--- src/design/glyph_rom.hex ---
// each line is one glyph row of 8 pixels with the msb as the leftmost pixel
// four glyphs of eight rows follow in code order 0 to 3
18
24
42
42
7E
42
42
00
7C
42
42
7C
42
42
7C
00
3C
42
40
40
40
42
3C
00
FF
81
A5
81
BD
99
81
FF

--- src/design/lcd_pkg.sv ---
// shared types, panel geometry and command codes, imported by every LCD block and the testbench
package lcd_pkg;

    // panel geometry in pixels
    localparam int LCD_W        = 32;
    localparam int LCD_H        = 16;
    localparam int CHAR_X0      = 8;  // top-left corner of the character window
    localparam int CHAR_Y0      = 4;
    localparam int GLYPH_SIZE   = 8;
    localparam int GLYPH_CNT    = 4;  // glyphs held in the ROM

    localparam int FILL_WORDS   = LCD_W * LCD_H;
    localparam int GLYPH_PIXELS = GLYPH_SIZE * GLYPH_SIZE;
    localparam int WIN_WORDS    = 7;  // col cmd, x0, x1, row cmd, y0, y1, mem write

    // 8080 strobe phases, in pclk cycles
    localparam int WR_LOW_CYC   = 2;
    localparam int WR_HIGH_CYC  = 2;

    localparam string GLYPH_FILE = "/design/src/design/glyph_rom.hex";

    // rgb565 color, also carries command codes and window coordinates
    typedef logic [15:0] pixel_t;

    typedef logic [$clog2(GLYPH_CNT)-1:0]    glyph_code_t;
    typedef logic [$clog2(GLYPH_PIXELS)-1:0] pix_idx_t;
    typedef logic [$clog2(FILL_WORDS)-1:0]   fill_cnt_t;

    // one bus transfer, rs = 0 for a command and 1 for data
    typedef struct packed {
        logic   rs;
        pixel_t value;
    } lcd_word_t;

    // panel commands
    localparam pixel_t CMD_COL_ADDR  = 16'h002A;
    localparam pixel_t CMD_ROW_ADDR  = 16'h002B;
    localparam pixel_t CMD_MEM_WRITE = 16'h002C;

endpackage

--- src/design/lcd_char_render.sv ---
// glyph renderer: turns a character code into 64 fg/bg pixels, stepped by the sequencer
`timescale 1ns/1ps

module lcd_char_render
    import lcd_pkg::*;
(
    input  logic        pclk,
    input  logic        rst_n_i,
    input  logic        render_start_i,
    input  glyph_code_t char_code_i,
    input  pixel_t      fg_color_i,
    input  pixel_t      bg_color_i,
    input  logic        pix_next_i,
    output pixel_t      pix_o,
    output logic        pix_last_o
);

    localparam int ROM_DEPTH = GLYPH_CNT * GLYPH_SIZE;
    localparam int ROW_W     = $clog2(GLYPH_SIZE);

    logic [GLYPH_SIZE-1:0] glyph_rom [0:ROM_DEPTH-1];  // one byte per glyph row

    glyph_code_t           code_q;
    pixel_t                fg_q;
    pixel_t                bg_q;
    pix_idx_t              pix_cnt;
    logic [ROW_W-1:0]      row;
    logic [ROW_W-1:0]      col;
    logic [GLYPH_SIZE-1:0] row_bits;
    logic                  pix_on;

    initial begin
        $readmemh(GLYPH_FILE, glyph_rom);
    end

    // row major, msb of each row byte is the leftmost pixel
    assign row      = pix_cnt[2*ROW_W-1:ROW_W];
    assign col      = pix_cnt[ROW_W-1:0];
    assign row_bits = glyph_rom[{code_q, row}];
    assign pix_on   = row_bits[(GLYPH_SIZE - 1) - col];

    assign pix_o      = pix_on ? fg_q : bg_q;
    assign pix_last_o = (pix_cnt == pix_idx_t'(GLYPH_PIXELS - 1));

    always_ff @(posedge pclk) begin
        if (render_start_i) begin
            code_q <= char_code_i;
            fg_q   <= fg_color_i;
            bg_q   <= bg_color_i;
        end
    end

    always_ff @(posedge pclk or negedge rst_n_i) begin
        if (!rst_n_i) begin
            pix_cnt <= '0;
        end else if (render_start_i) begin
            pix_cnt <= '0;
        end else if (pix_next_i) begin
            pix_cnt <= pix_cnt + 1'b1;  // wraps after the last pixel
        end
    end

endmodule

--- src/design/lcd_bus_writer.sv ---
// 8080 bus writer: one strobed panel word per four-phase req/ack request from the sequencer
`timescale 1ns/1ps

module lcd_bus_writer
    import lcd_pkg::*;
(
    input  logic      pclk,
    input  logic      rst_n_i,
    input  logic      wr_req_i,
    input  lcd_word_t wr_word_i,
    output logic      wr_ack_o,
    output logic      lcd_cs_n_o,
    output logic      lcd_rs_o,
    output logic      lcd_wr_n_o,
    output pixel_t    lcd_data_o
);

    typedef enum logic [1:0] {
        IDLE,
        STROBE_LOW,
        STROBE_HIGH,
        ACK
    } wr_state_t;

    wr_state_t  state;
    logic [2:0] phase_cnt;  // cycles spent in the current strobe phase

    always_ff @(posedge pclk or negedge rst_n_i) begin
        if (!rst_n_i) begin
            state      <= IDLE;
            phase_cnt  <= '0;
            wr_ack_o   <= 1'b0;
            lcd_cs_n_o <= 1'b1;
            lcd_wr_n_o <= 1'b1;
            lcd_rs_o   <= 1'b0;
            lcd_data_o <= '0;
        end else begin
            case (state)
                IDLE: begin
                    if (wr_req_i) begin
                        lcd_cs_n_o <= 1'b0;
                        lcd_wr_n_o <= 1'b0;
                        lcd_rs_o   <= wr_word_i.rs;
                        lcd_data_o <= wr_word_i.value;
                        phase_cnt  <= '0;
                        state      <= STROBE_LOW;
                    end
                end
                STROBE_LOW: begin
                    if (phase_cnt == 3'(WR_LOW_CYC - 1)) begin
                        lcd_wr_n_o <= 1'b1;  // panel samples on this edge
                        phase_cnt  <= '0;
                        state      <= STROBE_HIGH;
                    end else begin
                        phase_cnt <= phase_cnt + 3'd1;
                    end
                end
                STROBE_HIGH: begin
                    if (phase_cnt == 3'(WR_HIGH_CYC - 1)) begin
                        wr_ack_o <= 1'b1;
                        state    <= ACK;
                    end else begin
                        phase_cnt <= phase_cnt + 3'd1;
                    end
                end
                ACK: begin
                    // return to zero once the sequencer lets go
                    if (!wr_req_i) begin
                        wr_ack_o   <= 1'b0;
                        lcd_cs_n_o <= 1'b1;
                        lcd_rs_o   <= 1'b0;
                        lcd_data_o <= '0;
                        state      <= IDLE;
                    end
                end
                default: state <= IDLE;
            endcase
        end
    end

endmodule

--- src/design/lcd_seq_ctrl.sv ---
// frame sequencer: sets the windows, fills the panel, streams the glyph pixels to the bus writer
`timescale 1ns/1ps

module lcd_seq_ctrl
    import lcd_pkg::*;
(
    input  logic        pclk,
    input  logic        rst_n_i,
    input  logic        cpu_work_i,
    input  glyph_code_t char_code_i,
    input  pixel_t      fg_color_i,
    input  pixel_t      bg_color_i,
    output logic        wr_req_o,
    output lcd_word_t   wr_word_o,
    input  logic        wr_ack_i,
    output logic        render_start_o,
    output logic        pix_next_o,
    input  pixel_t      char_pix_i,
    input  logic        pix_last_i,
    output logic        done_o
);

    typedef enum logic [2:0] {
        IDLE,
        FILL_WIN,
        FILL_DATA,
        CHAR_WIN,
        CHAR_DATA,
        FINISHED
    } seq_state_t;

    seq_state_t state;
    logic [2:0] win_idx;   // position within the seven setup words
    fill_cnt_t  fill_cnt;
    pixel_t     bg_q;      // background sampled at frame start
    logic       wr_pend;   // a word is still owned by the writer
    logic       sending;
    logic       can_issue;
    logic       word_acked;
    lcd_word_t  next_word;

    // setup word for the full panel or the character window
    function automatic lcd_word_t win_word(input logic [2:0] idx, input logic char_win);
        pixel_t    x0;
        pixel_t    x1;
        pixel_t    y0;
        pixel_t    y1;
        lcd_word_t w;
        x0 = char_win ? pixel_t'(CHAR_X0) : '0;
        x1 = char_win ? pixel_t'(CHAR_X0 + GLYPH_SIZE - 1) : pixel_t'(LCD_W - 1);
        y0 = char_win ? pixel_t'(CHAR_Y0) : '0;
        y1 = char_win ? pixel_t'(CHAR_Y0 + GLYPH_SIZE - 1) : pixel_t'(LCD_H - 1);
        case (idx)
            3'd0:    w = '{rs: 1'b0, value: CMD_COL_ADDR};
            3'd1:    w = '{rs: 1'b1, value: x0};
            3'd2:    w = '{rs: 1'b1, value: x1};
            3'd3:    w = '{rs: 1'b0, value: CMD_ROW_ADDR};
            3'd4:    w = '{rs: 1'b1, value: y0};
            3'd5:    w = '{rs: 1'b1, value: y1};
            default: w = '{rs: 1'b0, value: CMD_MEM_WRITE};
        endcase
        return w;
    endfunction

    assign sending    = state inside {FILL_WIN, FILL_DATA, CHAR_WIN, CHAR_DATA};
    // wait for the previous word, even one left over from an abort
    assign can_issue  = cpu_work_i && sending && !wr_pend && !wr_ack_i;
    assign word_acked = wr_req_o && wr_ack_i;

    always_comb begin
        case (state)
            FILL_WIN:  next_word = win_word(win_idx, 1'b0);
            CHAR_WIN:  next_word = win_word(win_idx, 1'b1);
            FILL_DATA: next_word = '{rs: 1'b1, value: bg_q};
            CHAR_DATA: next_word = '{rs: 1'b1, value: char_pix_i};
            default:   next_word = '0;
        endcase
    end

    // held until the writer has acked, also across an abort
    always_ff @(posedge pclk or negedge rst_n_i) begin
        if (!rst_n_i) begin
            wr_pend <= 1'b0;
        end else if (can_issue) begin
            wr_pend <= 1'b1;
        end else if (wr_ack_i) begin
            wr_pend <= 1'b0;
        end
    end

    always_ff @(posedge pclk) begin
        if (can_issue) begin
            wr_word_o <= next_word;  // stable while req is high
        end
        if (state == IDLE && cpu_work_i) begin
            bg_q <= bg_color_i;
        end
    end

    always_ff @(posedge pclk or negedge rst_n_i) begin
        if (!rst_n_i) begin
            state          <= IDLE;
            wr_req_o       <= 1'b0;
            win_idx        <= '0;
            fill_cnt       <= '0;
            render_start_o <= 1'b0;
            pix_next_o     <= 1'b0;
            done_o         <= 1'b0;
        end else if (!cpu_work_i) begin
            // abort or wait for enable
            state          <= IDLE;
            wr_req_o       <= 1'b0;
            render_start_o <= 1'b0;
            pix_next_o     <= 1'b0;
            done_o         <= 1'b0;
        end else begin
            render_start_o <= 1'b0;
            pix_next_o     <= 1'b0;
            if (can_issue) begin
                wr_req_o <= 1'b1;
            end else if (word_acked) begin
                wr_req_o <= 1'b0;
            end

            case (state)
                IDLE: begin
                    render_start_o <= 1'b1;  // renderer samples code and colors now
                    win_idx        <= '0;
                    fill_cnt       <= '0;
                    state          <= FILL_WIN;
                end
                FILL_WIN, CHAR_WIN: begin
                    if (word_acked) begin
                        if (win_idx == 3'(WIN_WORDS - 1)) begin
                            win_idx <= '0;
                            state   <= (state == FILL_WIN) ? FILL_DATA : CHAR_DATA;
                        end else begin
                            win_idx <= win_idx + 3'd1;
                        end
                    end
                end
                FILL_DATA: begin
                    if (word_acked) begin
                        if (fill_cnt == fill_cnt_t'(FILL_WORDS - 1)) begin
                            state <= CHAR_WIN;
                        end else begin
                            fill_cnt <= fill_cnt + 1'b1;
                        end
                    end
                end
                CHAR_DATA: begin
                    if (word_acked) begin
                        pix_next_o <= 1'b1;  // step renderer to the next pixel
                        if (pix_last_i) begin
                            state  <= FINISHED;
                            done_o <= 1'b1;
                        end
                    end
                end
                FINISHED: state <= FINISHED;  // hold until enable drops
                default:  state <= IDLE;
            endcase
        end
    end

endmodule

--- src/design/lcd_subsys_top.sv ---
// LCD front end top: ties the sequencer, glyph renderer and bus writer to the panel pins
`timescale 1ns/1ps

module lcd_subsys_top
    import lcd_pkg::*;
(
    input  logic        pclk,
    input  logic        rst_n_i,
    input  logic        cpu_work_i,
    input  glyph_code_t char_code_i,
    input  pixel_t      fg_color_i,
    input  pixel_t      bg_color_i,
    output logic        lcd_cs_n_o,
    output logic        lcd_rs_o,
    output logic        lcd_wr_n_o,
    output pixel_t      lcd_data_o,
    output logic        done_o
);

    logic      wr_req;
    lcd_word_t wr_word;
    logic      wr_ack;
    logic      render_start;
    logic      pix_next;
    pixel_t    char_pix;
    logic      pix_last;

    lcd_seq_ctrl u_seq_ctrl (
        .pclk           (pclk),
        .rst_n_i        (rst_n_i),
        .cpu_work_i     (cpu_work_i),
        .char_code_i    (char_code_i),
        .fg_color_i     (fg_color_i),
        .bg_color_i     (bg_color_i),
        .wr_req_o       (wr_req),
        .wr_word_o      (wr_word),
        .wr_ack_i       (wr_ack),
        .render_start_o (render_start),
        .pix_next_o     (pix_next),
        .char_pix_i     (char_pix),
        .pix_last_i     (pix_last),
        .done_o         (done_o)
    );

    // code and colors are latched on render_start at frame start
    lcd_char_render u_char_render (
        .pclk           (pclk),
        .rst_n_i        (rst_n_i),
        .render_start_i (render_start),
        .char_code_i    (char_code_i),
        .fg_color_i     (fg_color_i),
        .bg_color_i     (bg_color_i),
        .pix_next_i     (pix_next),
        .pix_o          (char_pix),
        .pix_last_o     (pix_last)
    );

    lcd_bus_writer u_bus_writer (
        .pclk       (pclk),
        .rst_n_i    (rst_n_i),
        .wr_req_i   (wr_req),
        .wr_word_i  (wr_word),
        .wr_ack_o   (wr_ack),
        .lcd_cs_n_o (lcd_cs_n_o),
        .lcd_rs_o   (lcd_rs_o),
        .lcd_wr_n_o (lcd_wr_n_o),
        .lcd_data_o (lcd_data_o)
    );

endmodule

--- config.mk ---
export PLATFORM = sky130hd
export DESIGN_NAME = lcd_subsys_top
export DESIGN_NICKNAME = d
export VERILOG_FILES = /design/src/design/lcd_pkg.sv /design/src/design/lcd_char_render.sv /design/src/design/lcd_bus_writer.sv /design/src/design/lcd_seq_ctrl.sv /design/src/design/lcd_subsys_top.sv
export SDC_FILE = /design/constraint.sdc
export NUM_CORES = 1
export LEC_CHECK = 0
export BUFFER_PORTS_ARGS = -buffer_cell sky130_fd_sc_hd__clkbuf_2
export CAP_MARGIN = 20
export CORE_ASPECT_RATIO = 0.5
export CORE_UTILIZATION = 62
export DETAILED_ROUTE_END_ITERATION = 10
export PLACE_DENSITY = 0.83
export REMOVE_ABC_BUFFERS = 1
export SLEW_MARGIN = 20
export SYNTH_ARGS = -nofsm -noshare
export SYNTH_HDL_FRONTEND = slang
export SYNTH_SLANG_ARGS = --single-unit
--- constraint.sdc ---
create_clock -name pclk -period 4 [get_ports pclk]
set_input_delay 0 -clock pclk [delete_from_list [all_inputs] [get_ports pclk]]
set_output_delay 0 -clock pclk [all_outputs]
set_load 0.01 [all_outputs]
==> results by stage, run 1 <==
Status:
- The flow ran to the end, and the final reports show no timing, DRC or antenna violations.

Detailed routing:
- The starting DRC count in detailed routing is between 300 and 400.
- For this run, design rule violations remaining after detail routing come to 0.
- After detailed routing, the average wire length per cell comes to 18.3 µm.
- The final wirelength is 9.52 mm.
- Once detail routing completed, the nets flagged for antenna violations numbered 0.
- The first detailed-routing pass ran for 5 iterations.
- In the routed layout, each cell is associated on average with a via count of between 6 and 7.
- The routed layout has approximately 3.1k vias.

STA:
- Timing would allow up to about 370 MHz.
- Subtracting the final worst setup slack from the clock period gives between 2000 and 3000 ps.
- Measured against its own limit, the worst slew margin works out to between 30 and 40%.
- For the pin with the worst max-slew slack, the measured transition is approximately 1000 ps.
- The sum of negative setup slack is 0 ps.
- Clock skew on the completed layout was measured at about 6.2 ps.
- The number of max-slew violations in the final report is 0.
- The part of the cycle the worst path needs is about two thirds.
- Setup repair after global routing left no endpoint under its margin.
- The final count of hold timing violations is 0.
- The count of endpoints failing setup in the final report is 0.

Floorplan:
- The vertical die dimension is about 61 µm.
- The total area inside the core boundary comes to ~6700 µm².
- For this design the top-level I/O count stands at 57.
- The initial utilization of the core area, before any placement, comes to 64.6%.
- The floorplan has 21 rows.
- The die covers between 7000 and 8000 µm².
- The die is about 120 µm wide.

Yosys:
- The library cell occupying the most area in the post-synthesis netlist is sky130_fd_sc_hd__edfxtp_1.
- The post-synth design cell area is roughly 4300 µm².
- In the synthesized netlist the dominant register cell turns out to be sky130_fd_sc_hd__edfxtp_1.
- Synthesis produced a netlist whose cell count is between 300 and 400.
- The async set or reset register ratio after synthesis is around 50%.
- Counting distinct cell types in the post-synthesis netlist gives 52.
- Yosys printed 0 warnings.
- The number of enable flip-flop cells after synthesis is around 50.
- After synthesis, the mean cell area works out to about 12 µm².
- After synthesis, the cell types taking the most area are sky130_fd_sc_hd__edfxtp_1 (34%), sky130_fd_sc_hd__dfrtp_1 (28%), sky130_fd_sc_hd__nand2_1 (3.5%), sky130_fd_sc_hd__nand2b_1 (3.2%), sky130_fd_sc_hd__ha_1 (2.9%).
- Sequential elements use approximately 63% of the synthesized area.
- The area share of the leading cell type in the synthesized netlist is 33.9%.
- The total of flip-flops plus latches after synthesis is 100.

Clock tree:
- The clock input transition at the sequential cells of the worst setup and hold paths is about 60 ps.
- No sink is reached through more buffers than the 2 on the longest clock path.
- The clock insertion delay at the later pin of the skew report is between 300 and 400 ps.
- In this run the number of H-tree levels came out at 3.
- The number of clock buffers inserted by TritonCTS is 9.
- For this design, the sink count on the clock tree is 100.
- The TritonCTS clock tree is built.
- The clock root buffer is sky130_fd_sc_hd__clkbuf_16.
- The number of setup buffers added after CTS is 0.

Critical path:
- Counting cells, the worst reg-to-reg path comes to 3.
- The maximum fanout encountered on the critical timing path is 28.
- For this run, the slowest stage of the critical path takes 950 ps.
- At the worst endpoint, the required time is slightly below 4000 ps.
- The signal on the critical path passes through nor2_1 > xnor2_1 > and4b_1.
- The arrival time reported for the critical path endpoint is 2670 ps.
- The highest-delay cell along the critical path is sky130_fd_sc_hd__dfrtp_1.
- The kind of start point of the critical path is a register.
- By startpoint and endpoint, the worst setup path is classified as register to register.
- The worst setup path is captured at a register.

GRT:
- The initial antenna violation count is 0.
- The global-route wire length before repair is ~15 mm.
- In the global route stage, met1 resource usage came out at about a third.
- The via count of the first global-routing pass is between 2k and 3k.
- In this run the most used layer during global routing was met2.
- The overflow left after global routing is 0.
- The total track usage is between 20% and 30%.
- The global routing met2 resource utilization is 49.3%.
- Entering global routing, the biggest net connects 52 pins.
- For this run, global-route usage on met3 was measured as ~6.8%.

Final layout:
- The signed area change from the synthesized netlist to the final layout is 16.5%.
- The final layout contains 469 nets.
- The count of cells in the finished layout, fillers not included, comes to a little over 500.
- Cells with a size suffix above 1 make up around 15% of the layout.
- The number of antenna repair diodes is 0.

Place:
- The number of placed cells counting well taps is between 400 and 500.
- At the end of routability-driven placement, the weighted congestion stood at slightly below 0.9.
- The number of port buffers is 38.
- The HPWL after detailed placement is between 5 and 6 mm.

Run:
- The tool flagged a number of max-cap violations equal to 0.

Power:
- For this design the ratio of total power to cell area is 717 nW/µm².
- Across the VDD grid, the largest voltage drop is ~0.30 mV.
- The cell leakage power is 2.08 nW.

Min path:
- The worst hold path belongs to the class input pin to async pin.
[flip-flops by register name (all words and copies together), names as in the netlist, 6 cells and up]
register	cells
u_seq_ctrl.wr_word_o	17
u_bus_writer.lcd_data_o	16
u_char_render.bg_q	16
u_seq_ctrl.bg_q	16
u_seq_ctrl.fill_cnt	9
u_char_render.pix_cnt	6
[logic make-up (layout without fill, tap and decap cells)]
group | Yosys count | count (layout) | synth area share, %
simple gates | 128 | 128 | 14.7
fa+ha+maj | 10 | 10 | 2.88
buf+inv | 33 | 87 | 3.31
flops | 100 | 100 | 63.3
compound gates | 90 | 90 | 13.3
xor+xnor | 9 | 9 | 1.81
mux | 3 | 3 | 0.720
[cells in the mapped netlist (2+ instances only)]
master                     instances
sky130_fd_sc_hd__a211oi_1          3
sky130_fd_sc_hd__a21o_1            4
sky130_fd_sc_hd__a21oi_1          14
sky130_fd_sc_hd__a221oi_1          3
sky130_fd_sc_hd__a22o_1            2
sky130_fd_sc_hd__a22oi_1          13
sky130_fd_sc_hd__a311oi_1          2
sky130_fd_sc_hd__and2_1            2
sky130_fd_sc_hd__and3b_1           2
sky130_fd_sc_hd__buf_6             2
sky130_fd_sc_hd__clkbuf_1         17
sky130_fd_sc_hd__dfrtp_1          49
sky130_fd_sc_hd__dfstp_2           2
sky130_fd_sc_hd__edfxtp_1         49
sky130_fd_sc_hd__ha_1             10
sky130_fd_sc_hd__inv_1            12
sky130_fd_sc_hd__mux2i_1           2
sky130_fd_sc_hd__nand2_1          40
sky130_fd_sc_hd__nand2b_1         22
sky130_fd_sc_hd__nand3_1           7
sky130_fd_sc_hd__nand3b_1          2
sky130_fd_sc_hd__nand4_1           3
sky130_fd_sc_hd__nor2_1           31
sky130_fd_sc_hd__nor2b_1           7
sky130_fd_sc_hd__nor3_1            2
sky130_fd_sc_hd__o21ai_0          25
sky130_fd_sc_hd__o21ai_1           6
sky130_fd_sc_hd__o22ai_1           4
sky130_fd_sc_hd__o31ai_1           4
sky130_fd_sc_hd__or4_1             3
sky130_fd_sc_hd__xnor2_1           5
sky130_fd_sc_hd__xor2_1            4
[placed cells by master (no fill, tap or decap), types with 3 or more instances in the layout]
master and instances:
sky130_fd_sc_hd__nand3_1 7, sky130_fd_sc_hd__o21ai_1 6, sky130_fd_sc_hd__xor2_1 4, sky130_fd_sc_hd__o21ai_0 25, sky130_fd_sc_hd__ha_1 10, sky130_fd_sc_hd__nand4_1 3
sky130_fd_sc_hd__xnor2_1 5, sky130_fd_sc_hd__dlygate4sd3_1 18, sky130_fd_sc_hd__nor2_1 31, sky130_fd_sc_hd__buf_4 3, sky130_fd_sc_hd__a22oi_1 13, sky130_fd_sc_hd__o31ai_1 4
sky130_fd_sc_hd__or4_1 3, sky130_fd_sc_hd__a21o_1 4, sky130_fd_sc_hd__a211oi_1 3, sky130_fd_sc_hd__clkbuf_2 38, sky130_fd_sc_hd__dfrtp_1 49, sky130_fd_sc_hd__nand2_1 40
sky130_fd_sc_hd__nor2b_1 7, sky130_fd_sc_hd__clkbuf_16 9, sky130_fd_sc_hd__nand2b_1 22, sky130_fd_sc_hd__inv_1 12, sky130_fd_sc_hd__a221oi_1 3, sky130_fd_sc_hd__o22ai_1 4
sky130_fd_sc_hd__a21oi_1 13, sky130_fd_sc_hd__edfxtp_1 49
[routing by layer]
layer	part of all wire [%]	wire, µm
met1	41	3910
met2	50	4800
met3	5.9	559
met4	2.6	250
met5	0	0
[where the power goes]
group | internal, mW | total [mW] | leakage (nW) | switching [mW]
combinational | 0.425 | 1.10 | 0.803 | 0.672
sequential | 1.41 | 1.68 | 1.13 | 0.266
clock | 0.501 | 0.854 | 0.147 | 0.353
[cell type report]
type / count / area, µm²
sequential: 100 / 2750
fill: 427 / 1660
clock buffer: 12 / 246
multi-input combinational: 240 / 1460
clock inverter: 4 / 48.8
timing repair buffer: 59 / 393
inverter: 12 / 45.0
tap: 92 / 115
[stage by stage]
stage	area, µm²	power [mW]	setup slack [ps]	util, %	hold WS (ps)
2_1_floorplan	4250	2.32	1490	-	-296
3_3_place_gp	4580	2.61	1510	68.1	141
3_5_place_dp	4580	2.71	1410	68.1	159
4_1_cts	5050	3.59	1410	75.1	332
5_1_grt	5060	3.82	1180	75.3	391
6_report	5060	3.63	1300	75.3	311
[critical path, delay by kind of cell (launching register included)]
kind	cells	cell delay (ps)
simple gates	2	1090
flops	1	950
xor+xnor	1	270
[timing repair]
| action | CTS | global route |
|---|---|---|
| hold buffers | 18 | 0 |
| endpoints found under the hold margin | 82 | 0 |
| resized for setup | 0 | 0 |
[final timing paths]
| kind | slack [ps] | startpoint | to |
|---|---|---|---|
| setup / recovery | 1300 | u_seq_ctrl.state[0] | u_seq_ctrl.wr_word_o[0] |
| hold / removal | 310 | rst_n_i | u_bus_writer.lcd_data_o[14] |
| setup reg to reg | 1300 | u_seq_ctrl.state[0] | u_seq_ctrl.wr_word_o[0] |
| hold reg to reg | 470 | u_bus_writer.lcd_cs_n_o | u_bus_writer.lcd_cs_n_o |
| max in group asynchronous | 3220 | rst_n_i | u_seq_ctrl.render_start_o |
| min in group pclk | 390 | bg_color_i[1] | u_seq_ctrl.bg_q[1] |
(Power assumes the default switching activity.)
==> run 2, diff against run 1 <==
--- a/config.mk
+++ b/config.mk
@@ -8,9 +8,9 @@
 export BUFFER_PORTS_ARGS = -buffer_cell sky130_fd_sc_hd__clkbuf_2
 export CAP_MARGIN = 20
 export CORE_ASPECT_RATIO = 0.5
-export CORE_UTILIZATION = 62
+export CORE_UTILIZATION = 57
 export DETAILED_ROUTE_END_ITERATION = 10
-export PLACE_DENSITY = 0.83
+export PLACE_DENSITY = 0.77
 export REMOVE_ABC_BUFFERS = 1
 export SLEW_MARGIN = 20
 export SYNTH_ARGS = -nofsm -noshare
==> constraint.sdc (replaced) <==
create_clock -name pclk -period 2.8 [get_ports pclk]
set_input_delay 0 -clock pclk [delete_from_list [all_inputs] [get_ports pclk]]
set_output_delay 0 -clock pclk [all_outputs]
set_load 0.01 [all_outputs]
==> run 2 against run 1 <==
The run now ends with DRC left. Final area rose by 0.96%. Largest power group unchanged. Cell count is 1.3% higher. Worst setup slack got worse by 810 ps. Clock power increased by 56%. Combinational power rose by 44%. Non-clock buffer count grew 3. Sequential share of layout area shrank 0.52 points. Wire length fell by 9.8%.
==> results by stage, run 2 (synthesis gave the netlist of run 1 again) <==
Status:
- The final reports fail on DRC.
- Status: finished with violations (was complete, no violations).

Critical path:
- The capturing point of the worst reg2reg path is u_seq_ctrl.fill_cnt[6] (was u_seq_ctrl.wr_word_o[0]).
- Crit-path cells: ha_1 > nand3_1 > nor2_1 > ha_1 > nand3b_1 > a21o_1 > or4_1 > a21oi_1 (was nor2_1 > xnor2_1 > and4b_1).
- The arrival time reported for the critical path endpoint is 2580 ps (was 2670 ps).
- The number of cells on the worst reg-to-reg path is 8 (was 3).
- The largest stage delay on the critical path is 510 ps (was 950 ps).
- The register-to-register setup slack was 480 ps (was 1300 ps).
- The nature of the critical path endpoint was a register (unchanged).
- The launching point of the worst reg2reg path is u_seq_ctrl.fill_cnt[0] (was u_seq_ctrl.state[0]).
- Among the stages of the critical path, the cell type that occurs most often is sky130_fd_sc_hd__ha_1.
- The required time reported for the critical path endpoint came to 3060 ps (was 3970 ps).
- The maximum fanout encountered on the critical timing path is 12 (was 28).
- The kind of critical path is register to register (unchanged).
- The kind of start point of the critical path is a register (unchanged).
- The highest-delay cell along the critical path is sky130_fd_sc_hd__or4_1 (was sky130_fd_sc_hd__dfrtp_1).

Place:
- The post-detailed-placement cell area is 4610 µm² (was 4580 µm²).
- The HPWL after detailed placement is 5.54 mm (was 5.61 mm).
- The number of port buffers was 38 (unchanged).
- The final weighted congestion in routability-driven placement came to 0.871 (was 0.869).
- The number of placed cells counting well taps is 493 (was 485).

Final layout:
- The storage element area was 2750 µm² (unchanged).
- Most frequent cells in the layout: sky130_fd_sc_hd__dfrtp_1 (49), sky130_fd_sc_hd__edfxtp_1 (49), sky130_fd_sc_hd__nand2_1 (40) (unchanged).
- The net count of the finished layout is 472 (was 469).
- The multi-input logic area is 1460 µm² (about the same).
- The number of fill cells in the layout is 499 (was 427).
- The flip-flop count of the largest register after layout is 17 (unchanged).
- The register with the most flip-flops is u_seq_ctrl.wr_word_o (unchanged).
- The signed area change from the synthesized netlist to the final layout came to 17.6% (was 16.5%).
- The final cell count without fillers is 526 (was 519).
- The number of antenna repair diodes is 0 (unchanged).
- The final standard cell area without fillers was 5110 µm² (was 5060 µm²).
- The share of layout cells above drive strength 1 is 15.8% (was 14.5%).

STA:
- The highest clock rate was 432 MHz (was 370 MHz).
- The number of max-slew violations in the final report is 0 (unchanged).
- Unrepaired setup endpoints after global routing: false (unchanged).
- The worst-case hold slack is 18.9 ps (was 311 ps).
- The sum of negative setup slack came to 0 ps (unchanged).
- The final count of hold timing violations came to 0 (unchanged).
- The worst-case headroom to the max-slew limit is 36.4% (was 33.9%).
- The clock period minus final worst setup slack came to 2320 ps (was 2700 ps).
- The transition time at the pin with the least slew margin is 954 ps (was 992 ps).
- The post-route clock skew is 7.32 ps (was 6.15 ps).
- The part of the cycle the worst path needs is 82.8% (was 67.6%).
- The count of endpoints failing setup in the final report is 0 (unchanged).

Clock tree:
- The TritonCTS clock tree was built (unchanged).
- The number of clock buffers inserted by TritonCTS was 9 (unchanged).
- The clock root buffer is sky130_fd_sc_hd__clkbuf_16 (unchanged).
- The buffer levels on the longest clock path came to 2 (unchanged).
- The clock input transition at the sequential cells of the worst setup and hold paths was 60 ps (about the same).
- The total clock sinks is 100 (unchanged).
- The number of H-tree levels came to 3 (unchanged).
- The clock insertion delay at the later pin of the skew report is 340 ps (about the same).

Run:
- The max-cap violation count came to 0 (unchanged).

Power:
- The cell leakage power is 2.11 nW (was 2.08 nW).
- The maximum VDD drop is 0.596 mV (was 0.300 mV).
- The areal power density over the cells was 1020 nW/µm² (was 717 nW/µm²).

Detailed routing:
- The remaining design rule violation count was 2 (was 0).
- The total via count in the routed design is 3024 (was 3149).
- The number of nets still failing antenna checks after routing was 0 (unchanged).
- The first-pass detailed-route iteration total came to 8 (was 5).
- The mean number of vias per cell came to 5.75 (was 6.07).
- The routed length per placed instance is 16.3 µm (was 18.3 µm).
- The final wirelength is 8.59 mm (was 9.52 mm).
- The starting DRC count in detailed routing is 250 (was 355).

GRT:
- The initial antenna violation count is 0 (unchanged).
- The overflow left after global routing is 0 (unchanged).
- The via count of the first global-routing pass is 2966 (was 2992).
- The largest net degree at the start of global routing was 30 (was 52).
- The total track usage is 23.7% (was 27.6%).
- The global-route wire length before repair is 14.4 mm (was 14.9 mm).

Min path:
- Counting instances, the worst hold path has a depth of 3.
- The worst min-delay path class was input pin to register (was input pin to async pin).
- The end of the worst hold path is u_seq_ctrl.pix_next_o.
- The startpoint identified for the worst hold timing path is cpu_work_i.

Floorplan:
- The vertical die dimension came to 63.8 µm (was 61.2 µm).
- The total core area is 7350 µm² (was 6730 µm²).
- The number of rows in the core area is 22 (was 21).
- The x dimension of the die is 125 µm (was 120 µm).
- The starting utilization of the core area is 59.1% (was 64.6%).
- The area enclosed by the die boundary is 8000 µm² (was 7370 µm²).
- The I/O pin count was 57 (unchanged).
[run 2: metal layers]
metal	share of wire [%]	wire length [µm]	global-route usage, %
met2	48	4110	39.6
met3	5.6	485	5.95
met5	0	0	0
met1	45	3860	30.9
met4	1.5	126	7.16
[run 2: critical path: cells and delay by family (launching register included)]
kind                     cells  cell delay (ps)
flip-flops                   1              410
adder cells (fa/ha/maj)      2              430
AND/OR/NAND/NOR              4              890
AO/OA/AOI/OAI                2              520
[run 2: repair_timing]
action	CTS	global route
resized for setup	0	0
endpoints found under the hold margin	60	0
setup buffers	0	0
hold buffers	17	0
[run 2: stage by stage]
step                      util (%)  power, mW  worst slack, ps
after global placement        62.8       3.78              605
after global routing          69.5       5.56              373
after CTS                     69.5       5.24              495
after detailed placement      62.8       3.89              526
final                         69.5       5.23              483
after floorplan                  -       3.32              292
[run 2: worst max path at each step]
stage                           start                         end  slack [ps]  depth (start not counted)
5_1_grt        u_seq_ctrl.fill_cnt[0]      u_seq_ctrl.fill_cnt[7]         370                          8
3_3_place_gp   u_seq_ctrl.fill_cnt[0]      u_seq_ctrl.fill_cnt[7]         610                          8
4_1_cts        u_seq_ctrl.fill_cnt[0]      u_seq_ctrl.fill_cnt[7]         500                          8
2_1_floorplan   u_bus_writer.state[0]  u_bus_writer.lcd_data_o[0]         290                          4
6_report       u_seq_ctrl.fill_cnt[0]      u_seq_ctrl.fill_cnt[6]         480                          8
3_5_place_dp   u_seq_ctrl.fill_cnt[0]      u_seq_ctrl.fill_cnt[6]         530                          8
[run 2: cell type report]
type | count | share of cell area, %
clock buffers | 10 | 4.68
clock inverters | 6 | 1.71
inverters | 12 | 0.881
multi-input cells | 240 | 28.5
flip-flops and latches | 100 | 53.8
well taps | 96 | 2.35
repair buffers | 62 | 8.08
[run 2: power by group]
group	internal [mW]	switching (mW)	leakage (nW)
sequential	2.01	0.313	1.13
clock	0.807	0.519	0.162
combinational	0.631	0.952	0.816
==> run 3, diff against run 2 <==
--- a/config.mk
+++ b/config.mk
@@ -8,9 +8,9 @@
 export BUFFER_PORTS_ARGS = -buffer_cell sky130_fd_sc_hd__clkbuf_2
 export CAP_MARGIN = 20
 export CORE_ASPECT_RATIO = 0.5
-export CORE_UTILIZATION = 57
+export CORE_UTILIZATION = 52
 export DETAILED_ROUTE_END_ITERATION = 10
-export PLACE_DENSITY = 0.77
+export PLACE_DENSITY = 0.74
 export REMOVE_ABC_BUFFERS = 1
 export SLEW_MARGIN = 20
 export SYNTH_ARGS = -nofsm -noshare
==> constraint.sdc (replaced) <==
create_clock -name pclk -period 2 [get_ports pclk]
set_input_delay 0 -clock pclk [delete_from_list [all_inputs] [get_ports pclk]]
set_output_delay 0 -clock pclk [all_outputs]
set_load 0.01 [all_outputs]
==> run 3 against run 2 <==
The run ends with setup timing left. Cell count rose by 8.6%. Non-clock buffer count rose by 29. Sequential share of layout area decreased by 2.3 points. Wire length up 9.3%. Die area rose by 9.4%. Maximum frequency rose by 13%. Power grew 40%. Utilization is 3.2 points lower. Clock power grew 19%. Critical path type unchanged. Critical endpoint unchanged.
==> results by stage, run 3 (synthesis gave the netlist of run 1 again) <==
Status:
- Status: finished with violations (unchanged).
- Failing checks: setup timing (was DRC).

Power:
- The part of the total power dissipated in combinational logic is 35.2% (was 30.2%).
- The areal power density over the cells is 1370 nW/µm² (was 1020 nW/µm²).
- The clock network fraction of design power is 21.6% (was 25.3%).
- The total internal power is 4.75 mW (was 3.45 mW).
- The cell leakage power is 2.22 nW (was 2.11 nW).
- The switching power is 2.57 mW (was 1.78 mW).
- The portion of total power attributed to sequential cells came to 43.2% (was 44.4%).
- The switching share of total power is 35.1% (was 34.1%).
- The sum of internal, switching and leakage power is 7.32 mW (was 5.23 mW).
- The maximum VDD drop is 0.612 mV (was 0.596 mV).

STA:
- The post-route clock skew came to 7.60 ps (was 7.32 ps).
- The clock period minus final worst setup slack came to 2050 ps (was 2320 ps).
- The final count of hold timing violations came to 0 (unchanged).
- The minimum setup slack in the final design is -49.2 ps (was 483 ps).
- The worst-case hold slack came to 89.0 ps (was 18.9 ps).
- The transition time at the pin with the least slew margin is 753 ps (was 954 ps).
- The part of the cycle the worst path needs was 102% (was 82.8%).
- The worst-case headroom to the max-slew limit came to 49.8% (was 36.4%).
- The highest clock rate was 488 MHz (was 432 MHz).
- The sum of negative setup slack came to -107 ps (was 0 ps).
- The number of max-slew violations in the final report is 0 (unchanged).
- The count of endpoints failing setup in the final report was 3 (was 0).
- Unrepaired setup endpoints after global routing: true (was false).

Floorplan:
- The I/O pin count is 57 (unchanged).
- The number of rows in the core area is 23 (was 22).
- The x dimension of the die is 131 µm (was 125 µm).
- The area enclosed by the die boundary is 8750 µm² (was 8000 µm²).
- The total core area is 8060 µm² (was 7350 µm²).
- The vertical die dimension is 66.7 µm (was 63.8 µm).
- The starting utilization of the core area came to 53.9% (was 59.1%).

GRT:
- The largest net degree at the start of global routing came to 35 (was 30).
- The total track usage is 23.0% (was 23.7%).
- The initial antenna violation count is 0 (unchanged).
- The overflow left after global routing is 0 (unchanged).
- The via count of the first global-routing pass is 3089 (was 2966).
- The global-route wire length before repair is 15.2 mm (was 14.4 mm).

Final layout:
- The final standard cell area without fillers is 5340 µm² (was 5110 µm²).
- The number of fill cells in the layout is 590 (was 499).
- The signed area change from the synthesized netlist to the final layout is 22.9% (was 17.6%).
- The storage element area is 2750 µm² (unchanged).
- The net count of the finished layout is 501 (was 472).
- The register with the most flip-flops is u_seq_ctrl.wr_word_o (unchanged).
- The number of antenna repair diodes was 0 (unchanged).
- Most frequent cells in the layout: sky130_fd_sc_hd__dfrtp_1 (49), sky130_fd_sc_hd__edfxtp_1 (49), sky130_fd_sc_hd__nand2_1 (40) (unchanged).
- The flip-flop count of the largest register after layout is 17 (unchanged).
- The multi-input logic area is 1490 µm² (was 1460 µm²).
- The final cell count without fillers was 571 (was 526).
- The share of layout cells above drive strength 1 is 22.7% (was 15.8%).
- The final core utilization is 66.3% (was 69.5%).

Critical path:
- The kind of critical path is register to register (unchanged).
- The cell depth of the worst setup path is 8 (unchanged).
- The cell repeated most along the worst path is sky130_fd_sc_hd__ha_2 (was sky130_fd_sc_hd__ha_1).
- The highest-delay cell along the critical path is sky130_fd_sc_hd__or4_4 (was sky130_fd_sc_hd__or4_1).
- The critical path's top delay family is simple AND/OR/NAND/NOR gates (unchanged).
- The arrival time reported for the critical path endpoint is 2320 ps (was 2580 ps).
- The required time reported for the critical path endpoint was 2270 ps (was 3060 ps).
- The critical path buffer and inverter count came to 0 (unchanged).
- The kind of start point of the critical path is a register (unchanged).
- Crit-path cells: ha_2 > nand3_2 > nor2_2 > ha_2 > nand3b_1 > a21o_1 > or4_4 > a21oi_2 (was ha_1 > nand3_1 > nor2_1 > ha_1 > nand3b_1 > a21o_1 > or4_1 > a21oi_1).
- The largest stage delay on the critical path was 500 ps (was 510 ps).
- The maximum fanout encountered on the critical timing path is 6 (was 12).
- The number of cells on the worst reg-to-reg path was 8 (unchanged).
- The nature of the critical path endpoint is a register (unchanged).

Detailed routing:
- The total via count in the routed design is 3120 (was 3024).
- The starting DRC count in detailed routing is 199 (was 250).
- The mean number of vias per cell is 5.46 (was 5.75).
- The first-pass detailed-route iteration total is 4 (was 8).
- The routed length per placed instance was 16.4 µm (was 16.3 µm).
- The remaining design rule violation count was 0 (was 2).
- The final wirelength is 9.38 mm (was 8.59 mm).
- The number of nets still failing antenna checks after routing is 0 (unchanged).

Clock tree:
- The number of clock buffers inserted by TritonCTS is 9 (unchanged).
- The number of H-tree levels is 3 (unchanged).
- The clock insertion delay at the later pin of the skew report is 340 ps (about the same).
- The TritonCTS clock tree is built (unchanged).
- The clock input transition at the sequential cells of the worst setup and hold paths is 70 ps (was 60 ps).
- The buffer levels on the longest clock path is 2 (unchanged).
- The clock root buffer is sky130_fd_sc_hd__clkbuf_16 (unchanged).
- The total clock sinks was 100 (unchanged).

Place:
- The post-detailed-placement cell area came to 4770 µm² (was 4610 µm²).
- The final weighted congestion in routability-driven placement is 0.779 (was 0.871).
- The number of port buffers is 38 (unchanged).
- The number of placed cells counting well taps is 525 (was 493).
- The placement-stage worst setup slack is -138 ps (was 526 ps).
- The HPWL after detailed placement is 6.06 mm (was 5.54 mm).

Min path:
- The worst min-delay path class was input pin to async pin (was input pin to register).

Run:
- The max-cap violation count came to 0 (unchanged).
[run 3: power by group through the flow]
stage	clock network [mW]	logic [mW]	registers (mW)
floorplan	0	1.37	3.28
global placement	0	2.31	3.15
detailed placement	0	2.43	3.19
CTS	1.60	2.52	3.16
global route	1.69	2.87	3.22
finish	1.58	2.58	3.16
[run 3: cell type report]
class                           count  area share [%]
Sequential cell                   100            51.5
Tap cell                          112            2.62
Clock buffer                       11            4.35
Timing Repair Buffer               91            12.1
Multi-Input combinational cell    240            27.9
Clock inverter                      5           0.702
Inverter                           12           0.843
[run 3: worst paths after layout]
kind,start,end,slack (ps)
min in group pclk,bg_color_i[9],u_seq_ctrl.bg_q[9],400
max,u_seq_ctrl.fill_cnt[1],u_seq_ctrl.fill_cnt[6],-50
max reg2reg,u_seq_ctrl.fill_cnt[1],u_seq_ctrl.fill_cnt[6],-50
max in group asynchronous,rst_n_i,u_bus_writer.lcd_wr_n_o,1210
min,rst_n_i,u_seq_ctrl.fill_cnt[2],90
min reg2reg,u_bus_writer.lcd_cs_n_o,u_bus_writer.lcd_cs_n_o,480
[run 3: timing repair]
action / 4_1_cts / 5_1_grt
hold endpoints to repair: 82 / 0
endpoints found under the setup margin: 7 / 5
pin swaps: 4 / 6
resized for setup: 6 / 4
hold buffers: 18 / 0
setup buffers: 4 / 8
[run 3: layer usage]
| layer | track usage, % | part of all wire, % | vias to the layer above |
|---|---|---|---|
| li1 | - | - | 1499 |
| met1 | 28.0 | 43 | 1512 |
| met2 | 39.8 | 49 | 92 |
| met3 | 6.01 | 5.8 | 17 |
| met4 | 9.74 | 2.0 | 0 |
| met5 | 0 | 0 | - |
